$ cat src/hw/riscv_id_defines.svh
/*
 * RV32 decode stage configuration
 * Data width, exception vector size, reset pc and privilege options
 */

`ifndef RISCV_ID_DEFINES_SVH
`define RISCV_ID_DEFINES_SVH

// Data path width
`define XLEN 32

// One bit per exception cause
`define EXC_SIZE 16

// Fetch address after reset
`define PC_INIT 32'h0000_0200

// Implemented privilege modes, machine mode is always present
`define HAS_U 1
`define HAS_S 1

`endif

$ cat src/hw/riscv_id_pkg.sv
/*
 * RV32 decode package
 * Opcodes, causes, privilege levels, CSR map and the decode stage types
 */

`include "riscv_id_defines.svh"

package riscv_id_pkg;

  // Major opcode, instruction bits 6:2
  typedef enum logic [4:0] {
    OPC_LOAD     = 5'b00000,
    OPC_MISC_MEM = 5'b00011,
    OPC_OP_IMM   = 5'b00100,
    OPC_AUIPC    = 5'b00101,
    OPC_STORE    = 5'b01000,
    OPC_OP       = 5'b01100,
    OPC_LUI      = 5'b01101,
    OPC_BRANCH   = 5'b11000,
    OPC_JALR     = 5'b11001,
    OPC_JAL      = 5'b11011,
    OPC_SYSTEM   = 5'b11100
  } opcode_e;

  typedef enum logic [1:0] {
    PRV_U = 2'd0,
    PRV_S = 2'd1,
    PRV_M = 2'd3
  } prv_e;

  // Exception cause bit positions
  localparam int CAUSE_ILLEGAL_INSTRUCTION = 2;
  localparam int CAUSE_BREAKPOINT          = 3;
  localparam int CAUSE_UMODE_ECALL         = 8;
  localparam int CAUSE_SMODE_ECALL         = 9;
  localparam int CAUSE_MMODE_ECALL         = 11;

  // Fixed system encodings
  localparam logic [31:0] ECALL  = 32'h0000_0073;
  localparam logic [31:0] EBREAK = 32'h0010_0073;
  localparam logic [31:0] URET   = 32'h0020_0073;
  localparam logic [31:0] SRET   = 32'h1020_0073;
  localparam logic [31:0] MRET   = 32'h3020_0073;

  ////////////////////////////////////////
  // CSR addresses
  ////////////////////////////////////////
  localparam logic [11:0] CSR_CYCLE      = 12'hC00;
  localparam logic [11:0] CSR_TIME       = 12'hC01;
  localparam logic [11:0] CSR_INSTRET    = 12'hC02;
  localparam logic [11:0] CSR_CYCLEH     = 12'hC80;
  localparam logic [11:0] CSR_TIMEH      = 12'hC81;
  localparam logic [11:0] CSR_INSTRETH   = 12'hC82;

  localparam logic [11:0] CSR_SSTATUS    = 12'h100;
  localparam logic [11:0] CSR_SIE        = 12'h104;
  localparam logic [11:0] CSR_STVEC      = 12'h105;
  localparam logic [11:0] CSR_SCOUNTEREN = 12'h106;
  localparam logic [11:0] CSR_SSCRATCH   = 12'h140;
  localparam logic [11:0] CSR_SEPC       = 12'h141;
  localparam logic [11:0] CSR_SCAUSE     = 12'h142;
  localparam logic [11:0] CSR_STVAL      = 12'h143;
  localparam logic [11:0] CSR_SIP        = 12'h144;
  localparam logic [11:0] CSR_SATP       = 12'h180;

  localparam logic [11:0] CSR_MVENDORID  = 12'hF11;
  localparam logic [11:0] CSR_MARCHID    = 12'hF12;
  localparam logic [11:0] CSR_MIMPID     = 12'hF13;
  localparam logic [11:0] CSR_MHARTID    = 12'hF14;
  localparam logic [11:0] CSR_MSTATUS    = 12'h300;
  localparam logic [11:0] CSR_MISA       = 12'h301;
  localparam logic [11:0] CSR_MEDELEG    = 12'h302;
  localparam logic [11:0] CSR_MIDELEG    = 12'h303;
  localparam logic [11:0] CSR_MIE        = 12'h304;
  localparam logic [11:0] CSR_MTVEC      = 12'h305;
  localparam logic [11:0] CSR_MCOUNTEREN = 12'h306;
  localparam logic [11:0] CSR_MSCRATCH   = 12'h340;
  localparam logic [11:0] CSR_MEPC       = 12'h341;
  localparam logic [11:0] CSR_MCAUSE     = 12'h342;
  localparam logic [11:0] CSR_MTVAL      = 12'h343;
  localparam logic [11:0] CSR_MIP        = 12'h344;
  localparam logic [11:0] CSR_MCYCLE     = 12'hB00;
  localparam logic [11:0] CSR_MINSTRET   = 12'hB02;
  localparam logic [11:0] CSR_MCYCLEH    = 12'hB80;
  localparam logic [11:0] CSR_MINSTRETH  = 12'hB82;

  ////////////////////////////////////////
  // Instruction views
  ////////////////////////////////////////
  typedef struct packed {
    logic [6:0] funct7;
    logic [4:0] rs2;
    logic [4:0] rs1;
    logic [2:0] funct3;
    logic [4:0] rd;
    opcode_e    opcode;
    logic [1:0] lsb;
  } r_fields_t;

  typedef struct packed {
    logic [11:0] imm12;
    logic [4:0]  rs1;
    logic [2:0]  funct3;
    logic [4:0]  rd;
    opcode_e     opcode;
    logic [1:0]  lsb;
  } i_fields_t;

  typedef struct packed {
    logic [19:0] imm20;
    logic [4:0]  rd;
    opcode_e     opcode;
    logic [1:0]  lsb;
  } u_fields_t;

  typedef union packed {
    r_fields_t r;
    i_fields_t i;
    u_fields_t u;
  } instr_u;

  // Instruction in flight in a later stage
  typedef struct packed {
    instr_u instr;
    logic   bubble;
  } stage_t;

  typedef struct packed {
    prv_e prv;
    logic tvm;
    logic tsr;
    logic mcnt_cy;
    logic mcnt_ir;
    logic scnt_cy;
    logic scnt_ir;
  } st_state_t;

  typedef struct packed {
    logic ex_a;
    logic ex_b;
    logic mem_a;
    logic mem_b;
    logic wb_a;
    logic wb_b;
  } byp_t;

  typedef struct packed {
    logic [`XLEN-1:0] opa;
    logic [`XLEN-1:0] opb;
    logic             userf_a;
    logic             userf_b;
  } operands_t;

  // Opcodes that leave a result in rd
  function automatic logic writes_rd(input opcode_e opc);
    case (opc)
      OPC_LOAD, OPC_OP_IMM, OPC_AUIPC, OPC_OP, OPC_LUI, OPC_JAL, OPC_JALR, OPC_SYSTEM:
        return 1'b1;
      default:
        return 1'b0;
    endcase
  endfunction

  function automatic logic uses_rs1(input opcode_e opc);
    case (opc)
      OPC_LOAD, OPC_STORE, OPC_OP_IMM, OPC_OP, OPC_BRANCH, OPC_JALR, OPC_SYSTEM:
        return 1'b1;
      default:
        return 1'b0;
    endcase
  endfunction

  function automatic logic uses_rs2(input opcode_e opc);
    return (opc == OPC_OP) || (opc == OPC_BRANCH) || (opc == OPC_STORE);
  endfunction

endpackage

$ cat src/hw/hazard_ctrl.sv
/*
 * Data hazard control
 * Bypass selection from the id, ex and mem stages, and load-use detection
 */

`timescale 1ns/1ps

module hazard_ctrl (
  input  riscv_id_pkg::instr_u if_instr,
  input  riscv_id_pkg::stage_t id_now,
  input  riscv_id_pkg::stage_t ex_stage,
  input  riscv_id_pkg::stage_t mem_stage,
  output riscv_id_pkg::byp_t   next_byp,
  output logic                 load_hazard
);
  import riscv_id_pkg::*;

  logic [4:0] src_a;
  logic [4:0] src_b;
  logic       use_a;
  logic       use_b;
  logic [4:0] ld_rd;
  logic       ld_pending;

  // x0 never forwards since it always reads zero
  function automatic logic fwd_hit(input logic [4:0] src, input stage_t stg);
    return ~stg.bubble & writes_rd(stg.instr.r.opcode) & (|stg.instr.r.rd) &
           (src == stg.instr.r.rd);
  endfunction

  assign src_a = if_instr.r.rs1;
  assign src_b = if_instr.r.rs2;
  assign use_a = uses_rs1(if_instr.r.opcode);
  assign use_b = uses_rs2(if_instr.r.opcode);

  ////////////////////////////////////////
  // Bypass flags
  ////////////////////////////////////////
  // The id stage result arrives through ex, and so on down the pipe
  assign next_byp.ex_a  = use_a & fwd_hit(src_a, id_now);
  assign next_byp.ex_b  = use_b & fwd_hit(src_b, id_now);
  assign next_byp.mem_a = use_a & fwd_hit(src_a, ex_stage);
  assign next_byp.mem_b = use_b & fwd_hit(src_b, ex_stage);
  assign next_byp.wb_a  = use_a & fwd_hit(src_a, mem_stage);
  assign next_byp.wb_b  = use_b & fwd_hit(src_b, mem_stage);

  ////////////////////////////////////////
  // Load-use
  ////////////////////////////////////////
  // Youngest load wins
  always_comb begin
    if (id_now.instr.r.opcode == OPC_LOAD && !id_now.bubble) begin
      ld_pending = 1'b1;
      ld_rd      = id_now.instr.r.rd;
    end else if (ex_stage.instr.r.opcode == OPC_LOAD && !ex_stage.bubble) begin
      ld_pending = 1'b1;
      ld_rd      = ex_stage.instr.r.rd;
    end else begin
      ld_pending = 1'b0;
      ld_rd      = '0;
    end
  end

  assign load_hazard = ld_pending & ((use_a & (src_a == ld_rd)) | (use_b & (src_b == ld_rd)));

endmodule

$ cat src/hw/id_stage.sv
/*
 * RV32 instruction decode stage
 * Decode pipeline registers with flush and stall sequencing
 */

`timescale 1ns/1ps

`include "riscv_id_defines.svh"

module id_stage (
  input  logic                    clk,
  input  logic                    rstn,
  input  logic                    ex_stall,
  input  logic                    bu_flush,
  input  logic [`XLEN-1:0]        bu_nxt_pc,
  input  logic                    st_flush,
  input  logic [`XLEN-1:0]        st_nxt_pc,
  input  logic [`XLEN-1:0]        if_pc,
  input  riscv_id_pkg::instr_u    if_instr,
  input  logic                    if_bubble,
  input  riscv_id_pkg::st_state_t st,
  input  riscv_id_pkg::stage_t    ex_stage,
  input  riscv_id_pkg::stage_t    mem_stage,
  input  riscv_id_pkg::stage_t    wb_stage,
  input  logic [`XLEN-1:0]        wb_r,
  output logic [`XLEN-1:0]        id_pc,
  output riscv_id_pkg::instr_u    id_instr,
  output logic                    id_bubble,
  output logic [`EXC_SIZE-1:0]    id_exception,
  output riscv_id_pkg::operands_t id_operands,
  output riscv_id_pkg::byp_t      id_byp,
  output logic                    id_stall
);
  import riscv_id_pkg::*;

  logic                 stall;
  logic                 flush;
  logic                 bubble_r;
  logic                 load_hazard;
  logic [`EXC_SIZE-1:0] next_exception;
  operands_t            next_operands;
  byp_t                 next_byp;
  stage_t               id_now;

  assign stall = ex_stall;
  assign flush = bu_flush | st_flush;

  instr_check u_instr_check (
    .if_instr       (if_instr),
    .if_bubble      (if_bubble),
    .st             (st),
    .next_exception (next_exception)
  );

  operand_select u_operand_select (
    .if_instr      (if_instr),
    .if_pc         (if_pc),
    .wb_r          (wb_r),
    .wb_stage      (wb_stage),
    .next_operands (next_operands)
  );

  // Instruction currently held in decode
  assign id_now.instr  = id_instr;
  assign id_now.bubble = id_bubble;

  hazard_ctrl u_hazard_ctrl (
    .if_instr    (if_instr),
    .id_now      (id_now),
    .ex_stage    (ex_stage),
    .mem_stage   (mem_stage),
    .next_byp    (next_byp),
    .load_hazard (load_hazard)
  );

  ////////////////////////////////////////
  // Stall and bubble
  ////////////////////////////////////////
  always_comb begin
    if (flush) begin
      id_stall = 1'b0;
    end else if (stall) begin
      // Nothing to hold when IF offers a bubble
      id_stall = ~if_bubble;
    end else begin
      id_stall = load_hazard;
    end
  end

  assign id_bubble = bubble_r | stall | flush;

  ////////////////////////////////////////
  // Decode registers
  ////////////////////////////////////////
  always_ff @(posedge clk or negedge rstn) begin
    if (!rstn) begin
      id_pc <= `PC_INIT;
    end else if (st_flush) begin
      id_pc <= st_nxt_pc;
    end else if (bu_flush) begin
      id_pc <= bu_nxt_pc;
    end else if (!stall && !id_stall) begin
      id_pc <= if_pc;
    end
  end

  always_ff @(posedge clk or negedge rstn) begin
    if (!rstn) begin
      bubble_r     <= 1'b1;
      id_exception <= '0;
    end else if (flush) begin
      bubble_r     <= 1'b1;
      id_exception <= '0;
    end else if (!stall) begin
      // Load-use inserts a bubble behind the load
      bubble_r     <= id_stall | if_bubble;
      id_exception <= id_stall ? '0 : next_exception;
    end
  end

  always_ff @(posedge clk or negedge rstn) begin
    if (!rstn) begin
      id_byp <= '0;
    end else if (!stall) begin
      id_byp <= next_byp;
    end
  end

  always_ff @(posedge clk) begin
    if (!stall) begin
      id_instr    <= if_instr;
      id_operands <= next_operands;
    end
  end

endmodule

$ cat src/hw/instr_check.sv
/*
 * Instruction legality check
 * Flags illegal RV32I encodings, CSR privilege violations,
 * ECALL and EBREAK for the instruction entering decode
 */

`timescale 1ns/1ps

`include "riscv_id_defines.svh"

module instr_check (
  input  riscv_id_pkg::instr_u    if_instr,
  input  logic                    if_bubble,
  input  riscv_id_pkg::st_state_t st,
  output logic [`EXC_SIZE-1:0]    next_exception
);
  import riscv_id_pkg::*;

  localparam bit HAS_U = (`HAS_U != 0);
  localparam bit HAS_S = (`HAS_S != 0);

  logic [11:0] csr_addr;
  logic [2:0]  f3;
  logic [6:0]  f7;
  logic        s_ill;
  logic        sys_ill;
  logic        csr_rd_ill;
  logic        csr_wr_ill;
  logic        illegal;
  logic        is_ecall;

  // Counter read below machine mode needs the enable bits
  function automatic logic cnt_ill(input prv_e prv, input logic men, input logic sen);
    return (prv != PRV_M) & (~men | ((prv == PRV_U) & HAS_S & ~sen));
  endfunction

  assign csr_addr = if_instr.i.imm12;
  assign f3       = if_instr.r.funct3;
  assign f7       = if_instr.r.funct7;
  assign s_ill    = !HAS_S || (st.prv < PRV_S);
  assign is_ecall = (if_instr == ECALL);

  ////////////////////////////////////////
  // CSR access rules
  ////////////////////////////////////////
  always_comb begin
    case (csr_addr)
      CSR_CYCLE, CSR_CYCLEH:
        csr_rd_ill = cnt_ill(st.prv, st.mcnt_cy, st.scnt_cy);
      CSR_INSTRET, CSR_INSTRETH:
        csr_rd_ill = cnt_ill(st.prv, st.mcnt_ir, st.scnt_ir);
      // Timer lives outside the core
      CSR_TIME, CSR_TIMEH:
        csr_rd_ill = 1'b1;
      CSR_SSTATUS, CSR_SIE, CSR_STVEC, CSR_SCOUNTEREN, CSR_SSCRATCH,
      CSR_SEPC, CSR_SCAUSE, CSR_STVAL, CSR_SIP:
        csr_rd_ill = s_ill;
      CSR_SATP:
        csr_rd_ill = s_ill || (st.prv == PRV_S && st.tvm);
      CSR_MVENDORID, CSR_MARCHID, CSR_MIMPID, CSR_MHARTID, CSR_MSTATUS,
      CSR_MISA, CSR_MEDELEG, CSR_MIDELEG, CSR_MIE, CSR_MTVEC, CSR_MCOUNTEREN,
      CSR_MSCRATCH, CSR_MEPC, CSR_MCAUSE, CSR_MTVAL, CSR_MIP, CSR_MCYCLE,
      CSR_MINSTRET, CSR_MCYCLEH, CSR_MINSTRETH:
        csr_rd_ill = (st.prv != PRV_M);
      default:
        csr_rd_ill = 1'b1;
    endcase
  end

  // Address bits 11:10 set means read-only
  assign csr_wr_ill = csr_rd_ill | (csr_addr[11:10] == 2'b11);

  // Privileged returns and environment calls
  always_comb begin
    case (if_instr)
      ECALL, EBREAK: sys_ill = 1'b0;
      URET:          sys_ill = !HAS_U;
      SRET:          sys_ill = s_ill || (st.prv == PRV_S && st.tsr);
      MRET:          sys_ill = (st.prv != PRV_M);
      default:       sys_ill = 1'b1;
    endcase
  end

  ////////////////////////////////////////
  // Base instruction set
  ////////////////////////////////////////
  always_comb begin
    case (if_instr.r.opcode)
      OPC_LUI, OPC_AUIPC, OPC_JAL: illegal = 1'b0;
      OPC_JALR, OPC_MISC_MEM:      illegal = |f3;
      OPC_BRANCH:                  illegal = (f3[2:1] == 2'b01);
      OPC_LOAD:                    illegal = (f3 == 3'b011) || (f3[2:1] == 2'b11);
      OPC_STORE:                   illegal = f3[2] || (f3[1:0] == 2'b11);
      OPC_OP_IMM: begin
        // Shift amount fits in 5 bits
        if (f3 == 3'b001) begin
          illegal = |f7;
        end else if (f3 == 3'b101) begin
          illegal = (f7 != 7'b000_0000) && (f7 != 7'b010_0000);
        end else begin
          illegal = 1'b0;
        end
      end
      OPC_OP: begin
        // SUB and SRA are the only alternate forms
        illegal = !((f7 == 7'b000_0000) ||
                    (f7 == 7'b010_0000 && (f3 == 3'b000 || f3 == 3'b101)));
      end
      OPC_SYSTEM: begin
        case (f3)
          3'b000:  illegal = sys_ill;
          3'b100:  illegal = 1'b1;
          3'b001:  illegal = csr_rd_ill | csr_wr_ill;
          default: illegal = csr_rd_ill | (|if_instr.r.rs1 & csr_wr_ill);
        endcase
      end
      default: illegal = 1'b1;
    endcase
  end

  always_comb begin
    next_exception = '0;
    if (!if_bubble) begin
      next_exception[CAUSE_ILLEGAL_INSTRUCTION] = illegal;
      next_exception[CAUSE_BREAKPOINT]          = (if_instr == EBREAK);
      next_exception[CAUSE_UMODE_ECALL]         = is_ecall && st.prv == PRV_U && HAS_U;
      next_exception[CAUSE_SMODE_ECALL]         = is_ecall && st.prv == PRV_S && HAS_S;
      next_exception[CAUSE_MMODE_ECALL]         = is_ecall && st.prv == PRV_M;
    end
  end

endmodule

$ cat src/hw/operand_select.sv
/*
 * Operand formation
 * Builds the immediates and picks operands A/B and the register-file-use flags
 */

`timescale 1ns/1ps

`include "riscv_id_defines.svh"

module operand_select (
  input  riscv_id_pkg::instr_u    if_instr,
  input  logic [`XLEN-1:0]        if_pc,
  input  logic [`XLEN-1:0]        wb_r,
  input  riscv_id_pkg::stage_t    wb_stage,
  output riscv_id_pkg::operands_t next_operands
);
  import riscv_id_pkg::*;

  logic [`XLEN-1:0] imm_i;
  logic [`XLEN-1:0] imm_u;
  logic [4:0]       wb_rd;
  logic             can_ldwb;
  logic             wb_hit_a;
  logic             wb_hit_b;

  assign imm_i = {{(`XLEN-12){if_instr.i.imm12[11]}}, if_instr.i.imm12};
  assign imm_u = {if_instr.u.imm20, 12'h000};

  // Result sitting in wb_r, not yet in the register file
  assign wb_rd    = wb_stage.instr.r.rd;
  assign can_ldwb = ~wb_stage.bubble & writes_rd(wb_stage.instr.r.opcode) & |wb_rd;
  assign wb_hit_a = can_ldwb & (if_instr.r.rs1 == wb_rd);
  assign wb_hit_b = can_ldwb & (if_instr.r.rs2 == wb_rd);

  always_comb begin
    next_operands.userf_a = uses_rs1(if_instr.r.opcode) & ~wb_hit_a;
    next_operands.userf_b = uses_rs2(if_instr.r.opcode) & ~wb_hit_b;
    case (if_instr.r.opcode)
      OPC_OP_IMM, OPC_LOAD, OPC_JALR: begin
        next_operands.opa = wb_r;
        next_operands.opb = imm_i;
      end
      OPC_AUIPC: begin
        next_operands.opa = if_pc;
        next_operands.opb = imm_u;
      end
      OPC_LUI: begin
        next_operands.opa = '0;
        next_operands.opb = imm_u;
      end
      OPC_OP, OPC_BRANCH, OPC_STORE: begin
        next_operands.opa = wb_r;
        next_operands.opb = wb_r;
      end
      // CSR source, rs1 field doubles as the zimm
      OPC_SYSTEM: begin
        next_operands.opa = wb_r;
        next_operands.opb = {{(`XLEN-5){1'b0}}, if_instr.r.rs1};
      end
      OPC_JAL, OPC_MISC_MEM: begin
        next_operands.opa = '0;
        next_operands.opb = '0;
      end
      default: begin
        next_operands.opa     = '0;
        next_operands.opb     = '0;
        next_operands.userf_a = 1'b1;
        next_operands.userf_b = 1'b1;
      end
    endcase
  end

endmodule

$ cat config.mk
export PLATFORM = sky130hd
export DESIGN_NAME = id_stage
export DESIGN_NICKNAME = d
export VERILOG_FILES = /design/src/hw/riscv_id_pkg.sv /design/src/hw/hazard_ctrl.sv /design/src/hw/id_stage.sv /design/src/hw/instr_check.sv /design/src/hw/operand_select.sv
export VERILOG_INCLUDE_DIRS = /design/src /design/src/hw
export SDC_FILE = /design/constraint.sdc
export NUM_CORES = 1
export LEC_CHECK = 0
export BUFFER_PORTS_ARGS = -buffer_cell sky130_fd_sc_hd__buf_2
export CORE_AREA = 2 2 167 169
export CTS_BUF_LIST = sky130_fd_sc_hd__clkbuf_8
export DETAILED_ROUTE_END_ITERATION = 8
export DIE_AREA = 0 0 169 171
export SLEW_MARGIN = 15
export SYNTH_ARGS = -nofsm -noshare
export SYNTH_HDL_FRONTEND = slang
export SYNTH_HIERARCHICAL = 1
export SYNTH_SLANG_ARGS = --single-unit
$ cat constraint.sdc
create_clock -name clk -period 5.3 [get_ports clk]
set_clock_uncertainty 0.15 [all_clocks]
set_input_delay 1.06 -clock clk [delete_from_list [all_inputs] [get_ports clk]]
set_output_delay 1.06 -clock clk [all_outputs]
set_load 0.02 [all_outputs]
==> impl_metrics.tcl <==
set metrics [dict create \
    floorplan.rows 61 \
    core_um2 27300 \
    yosys_warnings 6 \
    setup_viol 0 \
    fmax_mhz 210 \
    hold_path_end "id_pc[9]" \
    share_clk_of_total_power_pct 33.6 \
    cts_root_buffer "sky130_fd_sc_hd__clkbuf_8" \
    grtUsageMet1_pct 27.4 \
    post_cts_resize_count 0 \
    worstSetupEndpointType "output pin" \
    grt_antenna_before_repair 1 \
    min_from "id_pc[9]" \
    final_util_pct 39.6 \
    worstRegToRegCells 12 \
    grtUsageTotal_pct 21.1 \
    clock_path_buffers 2 \
    area.growth.synth_to_final_pct 30.1 \
    grtUsageMet3_pct 4.67 \
    crit_path_max_fanout 4 \
    dr_total_vias 7442 \
    ios 427 \
    post_route_cells_drive_above_1_share_pct 41.5 \
    syn_inst 693 \
    post-route-cell-area_um2 10800 \
    hold_path.class "flop to flop" \
    number_of_sinks_driven_by_the_clock_tree 153 \
    synth_largest_type_area_fraction_pct 35.4 \
    antenna_violating_nets_post_route 0 \
    crit_required_ns 4.09 \
    layout.cells.non_filler 1402 \
    power_frac_comb_pct 20.2 \
    dr.first_iter.drc_count 552 \
    first_global_vias 7237 \
    ys_dominant_reg_cell "sky130_fd_sc_hd__edfxtp_1" \
    finalHoldViolations 0 \
    leading_cell_type_in_the_layout_fill_and_taps_excluded "sky130_fd_sc_hd__buf_2" \
    placed_cells_incl_taps 1369 \
    unrepaired_setup_endpoints_after_global_routing "no" \
    detailed_place_hpwl_um 22600 \
    detail_route.vias_per_cell 5.31 \
    width_of_the_die_um 169 \
    routed_wl_um 31500 \
    tritoncts "yes" \
    maximum_number_of_pins_on_one_net_before_global_route_repair 66 \
    tightestPinTransition_ns 1.19 \
    syn_area_um2 8310 \
    grt_pass1_wl_um 45000 \
    worstPathArrival_ns 3.55 \
    critical-path-max-stage-delay_ns 0.28 \
    ctsHtreeMaxLevel 4 \
    n_fill_cell 2732 \
    drc 0 \
    p_leak_nw 4.78 \
    numCtsBuffers 17 \
    slew_viol_final 0 \
    post_synth.cell_area_avg_um2 12.0 \
    critical_path_depth 13 \
    worstReg2RegStart "bubble_r" \
    maxCapViolations 0 \
    ys_seq_area_share_pct 52.0 \
    placed_cell_area_um2 10400 \
    synth-seq-cells 153 \
    post_synth_num_cell_types 69 \
    crit_chain "buf_2 -> nor2_4 -> nand2_1 -> nor3_2 -> and2_2 -> nand2_1 -> a32o_1 -> nor4_1 -> a22o_1 -> or2_1 -> and2_4 -> a21boi_1 -> buf_2" \
    clkTransAtPathRegs_ns 0.11 \
    global_route.usage.met2_pct 35.7 \
    worst-r2r-setup-slack_ns 1.99 \
    starting_density_of_the_core_pct 30.4 \
    final_nets 1315 \
    tns_ns 0 \
    fin_crit_sh_pct 89.8 \
    proportion_of_register_bits_with_asynchronous_set_or_reset_after_synthesis_pct 35.9 \
    cell_family_with_the_largest_share_of_critical_path_delay "simple AND/OR/NAND/NOR gates" \
    cts_hold_buf 0 \
    critical_path_buf_inv_count 2 \
    ir_drop_v 0.000172 \
    gpl.final_weighted_congestion 0.848 \
    grt_remaining_overflow 0 \
    clkLatencyLatePin_ns 0.45 \
    synth.top_cells.by_area "sky130_fd_sc_hd__edfxtp_1 (35%), sky130_fd_sc_hd__dfrtp_1 (16%), sky130_fd_sc_hd__a22o_1 (5.8%)" \
    design.die.area_um2 28900 \
    criticalPathCategory "primary input to output pin" \
    routedWlPerCell_um 22.5 \
    p_sw_uw 979 \
    firstDrtPassIters 5 \
    final.min_clock_period_ns 4.76 \
    slew-limit-headroom_pct 20.3 \
    portBuffers 360 \
    internal_power_mw 2.08 \
    power_density_nw_per_um2 283 \
    busiest_layer_in_global_routing "met2" \
    outcome "completed" \
    switching_share_pct 32.1 \
    setup.worst_path.start_class "primary input" \
    postCtsSetupRepairBufs 0 \
    share_seq_of_total_power_pct 46.1 \
    min_path_cells 2 \
    die_h_um 171 \
    cp_slowest_cell "sky130_fd_sc_hd__nor4_1" \
    most-common-layout-cells "sky130_fd_sc_hd__buf_2 (360), sky130_fd_sc_hd__edfxtp_1 (98), sky130_fd_sc_hd__a22o_1 (55)" \
    critical_path.reg2reg.endpoint "id_exception[11]" \
    synth_edf_count 98 \
    yosysTopAreaCell "sky130_fd_sc_hd__edfxtp_1" \
    startpoint_of_the_most_critical_setup_path "st_flush" \
]
==> worst min-delay path: cells and delay by family (launching register included) <==
kind	cells	cell delay (ns)
compound gates	1	0.05
simple gates	1	0.05
flops	1	0.39
==> per-layer routing <==
| metal | up-vias | share of wire, % |
|---|---|---|
| li1 | 3380 | - |
| met4 | 0 | 1.3 |
| met1 | 3681 | 43 |
| met2 | 352 | 48 |
| met3 | 29 | 7.1 |
| met5 | - | 0 |
==> final cells by class <==
class	count	area [um2]	share of cell area (%)
Clock buffer	17	234	2.16
Timing Repair Buffer	374	1910	17.6
Multi-Input combinational cell	477	3630	33.6
Inverter	19	73.8	0.683
Antenna cell	1	2.50	0.0231
Sequential cell	153	4320	40.0
Tap cell	346	433	4.00
Clock inverter	15	210	1.94
==> per-stage QoR <==
| stage | worst slack (ns) | total power, mW | hold WS (ns) |
|---|---|---|---|
| global placement | 0.564 | 2.05 | 0.315 |
| CTS | 0.513 | 3.08 | 0.344 |
| detailed placement | 0.537 | 2.06 | 0.331 |
| global route | 0.406 | 3.18 | 0.369 |
| floorplan | 0.353 | 1.76 | 0.350 |
| finish | 0.541 | 3.05 | 0.345 |
==> synth_stat cells, drive strengths merged, types with 2 or more instances <==
cell type    count
a21boi           2
a21o             2
a21oi           23
a221o           22
a222oi           5
a22o            55
a32o             2
and2             6
and3             3
and3b            2
buf             39
clkbuf          12
dfrtp           53
dfstp            2
dlygate4sd1      3
edfxtp          98
inv             19
maj3             2
mux2            38
mux2i           35
nand2           13
nand2b           5
nand3           38
nand4            6
nand4b           6
nor2            25
nor2b            3
nor3            19
nor4            16
nor4b            3
o211ai           5
o21ai           48
o22ai            2
o32ai            3
o41ai            2
or2              2
or3              3
or4             11
xnor2           13
xor2            37
==> power by group through the flow <==
stage | Sequential (mW) | Clock [mW] | Combinational, mW
4_1_cts | 1.41 | 1.05 | 0.622
2_1_floorplan | 1.55 | 0 | 0.204
6_report | 1.41 | 1.03 | 0.618
3_5_place_dp | 1.43 | 0 | 0.621
3_3_place_gp | 1.43 | 0 | 0.614
5_1_grt | 1.42 | 1.10 | 0.663
==> worst max path at each step <==
stage                     to  slack, ns
floorplan           id_stall       0.35
global placement    id_stall       0.56
detailed placement  id_stall       0.54
CTS                 id_stall       0.51
global route        id_stall       0.41
finish              id_stall       0.54
==> registers in the layout, indices dropped and copies added, names as in the netlist <==
name	flops
bubble_r	1
id_byp	6
id_exception	16
id_instr	32
id_operands	66
id_pc	32
==> cells by family after synthesis <==
logic type               share of synthesized area (%)
AO/OA/AOI/OAI                                     16.1
AND/OR/NAND/NOR                                   11.8
flip-flops                                        52.0
multiplexers                                      9.45
buffers and inverters                             5.13
XOR/XNOR                                          5.27
adder cells (fa/ha/maj)                          0.241
other                                           0.0451
Note: power is estimated with default switching activity, not from simulation.
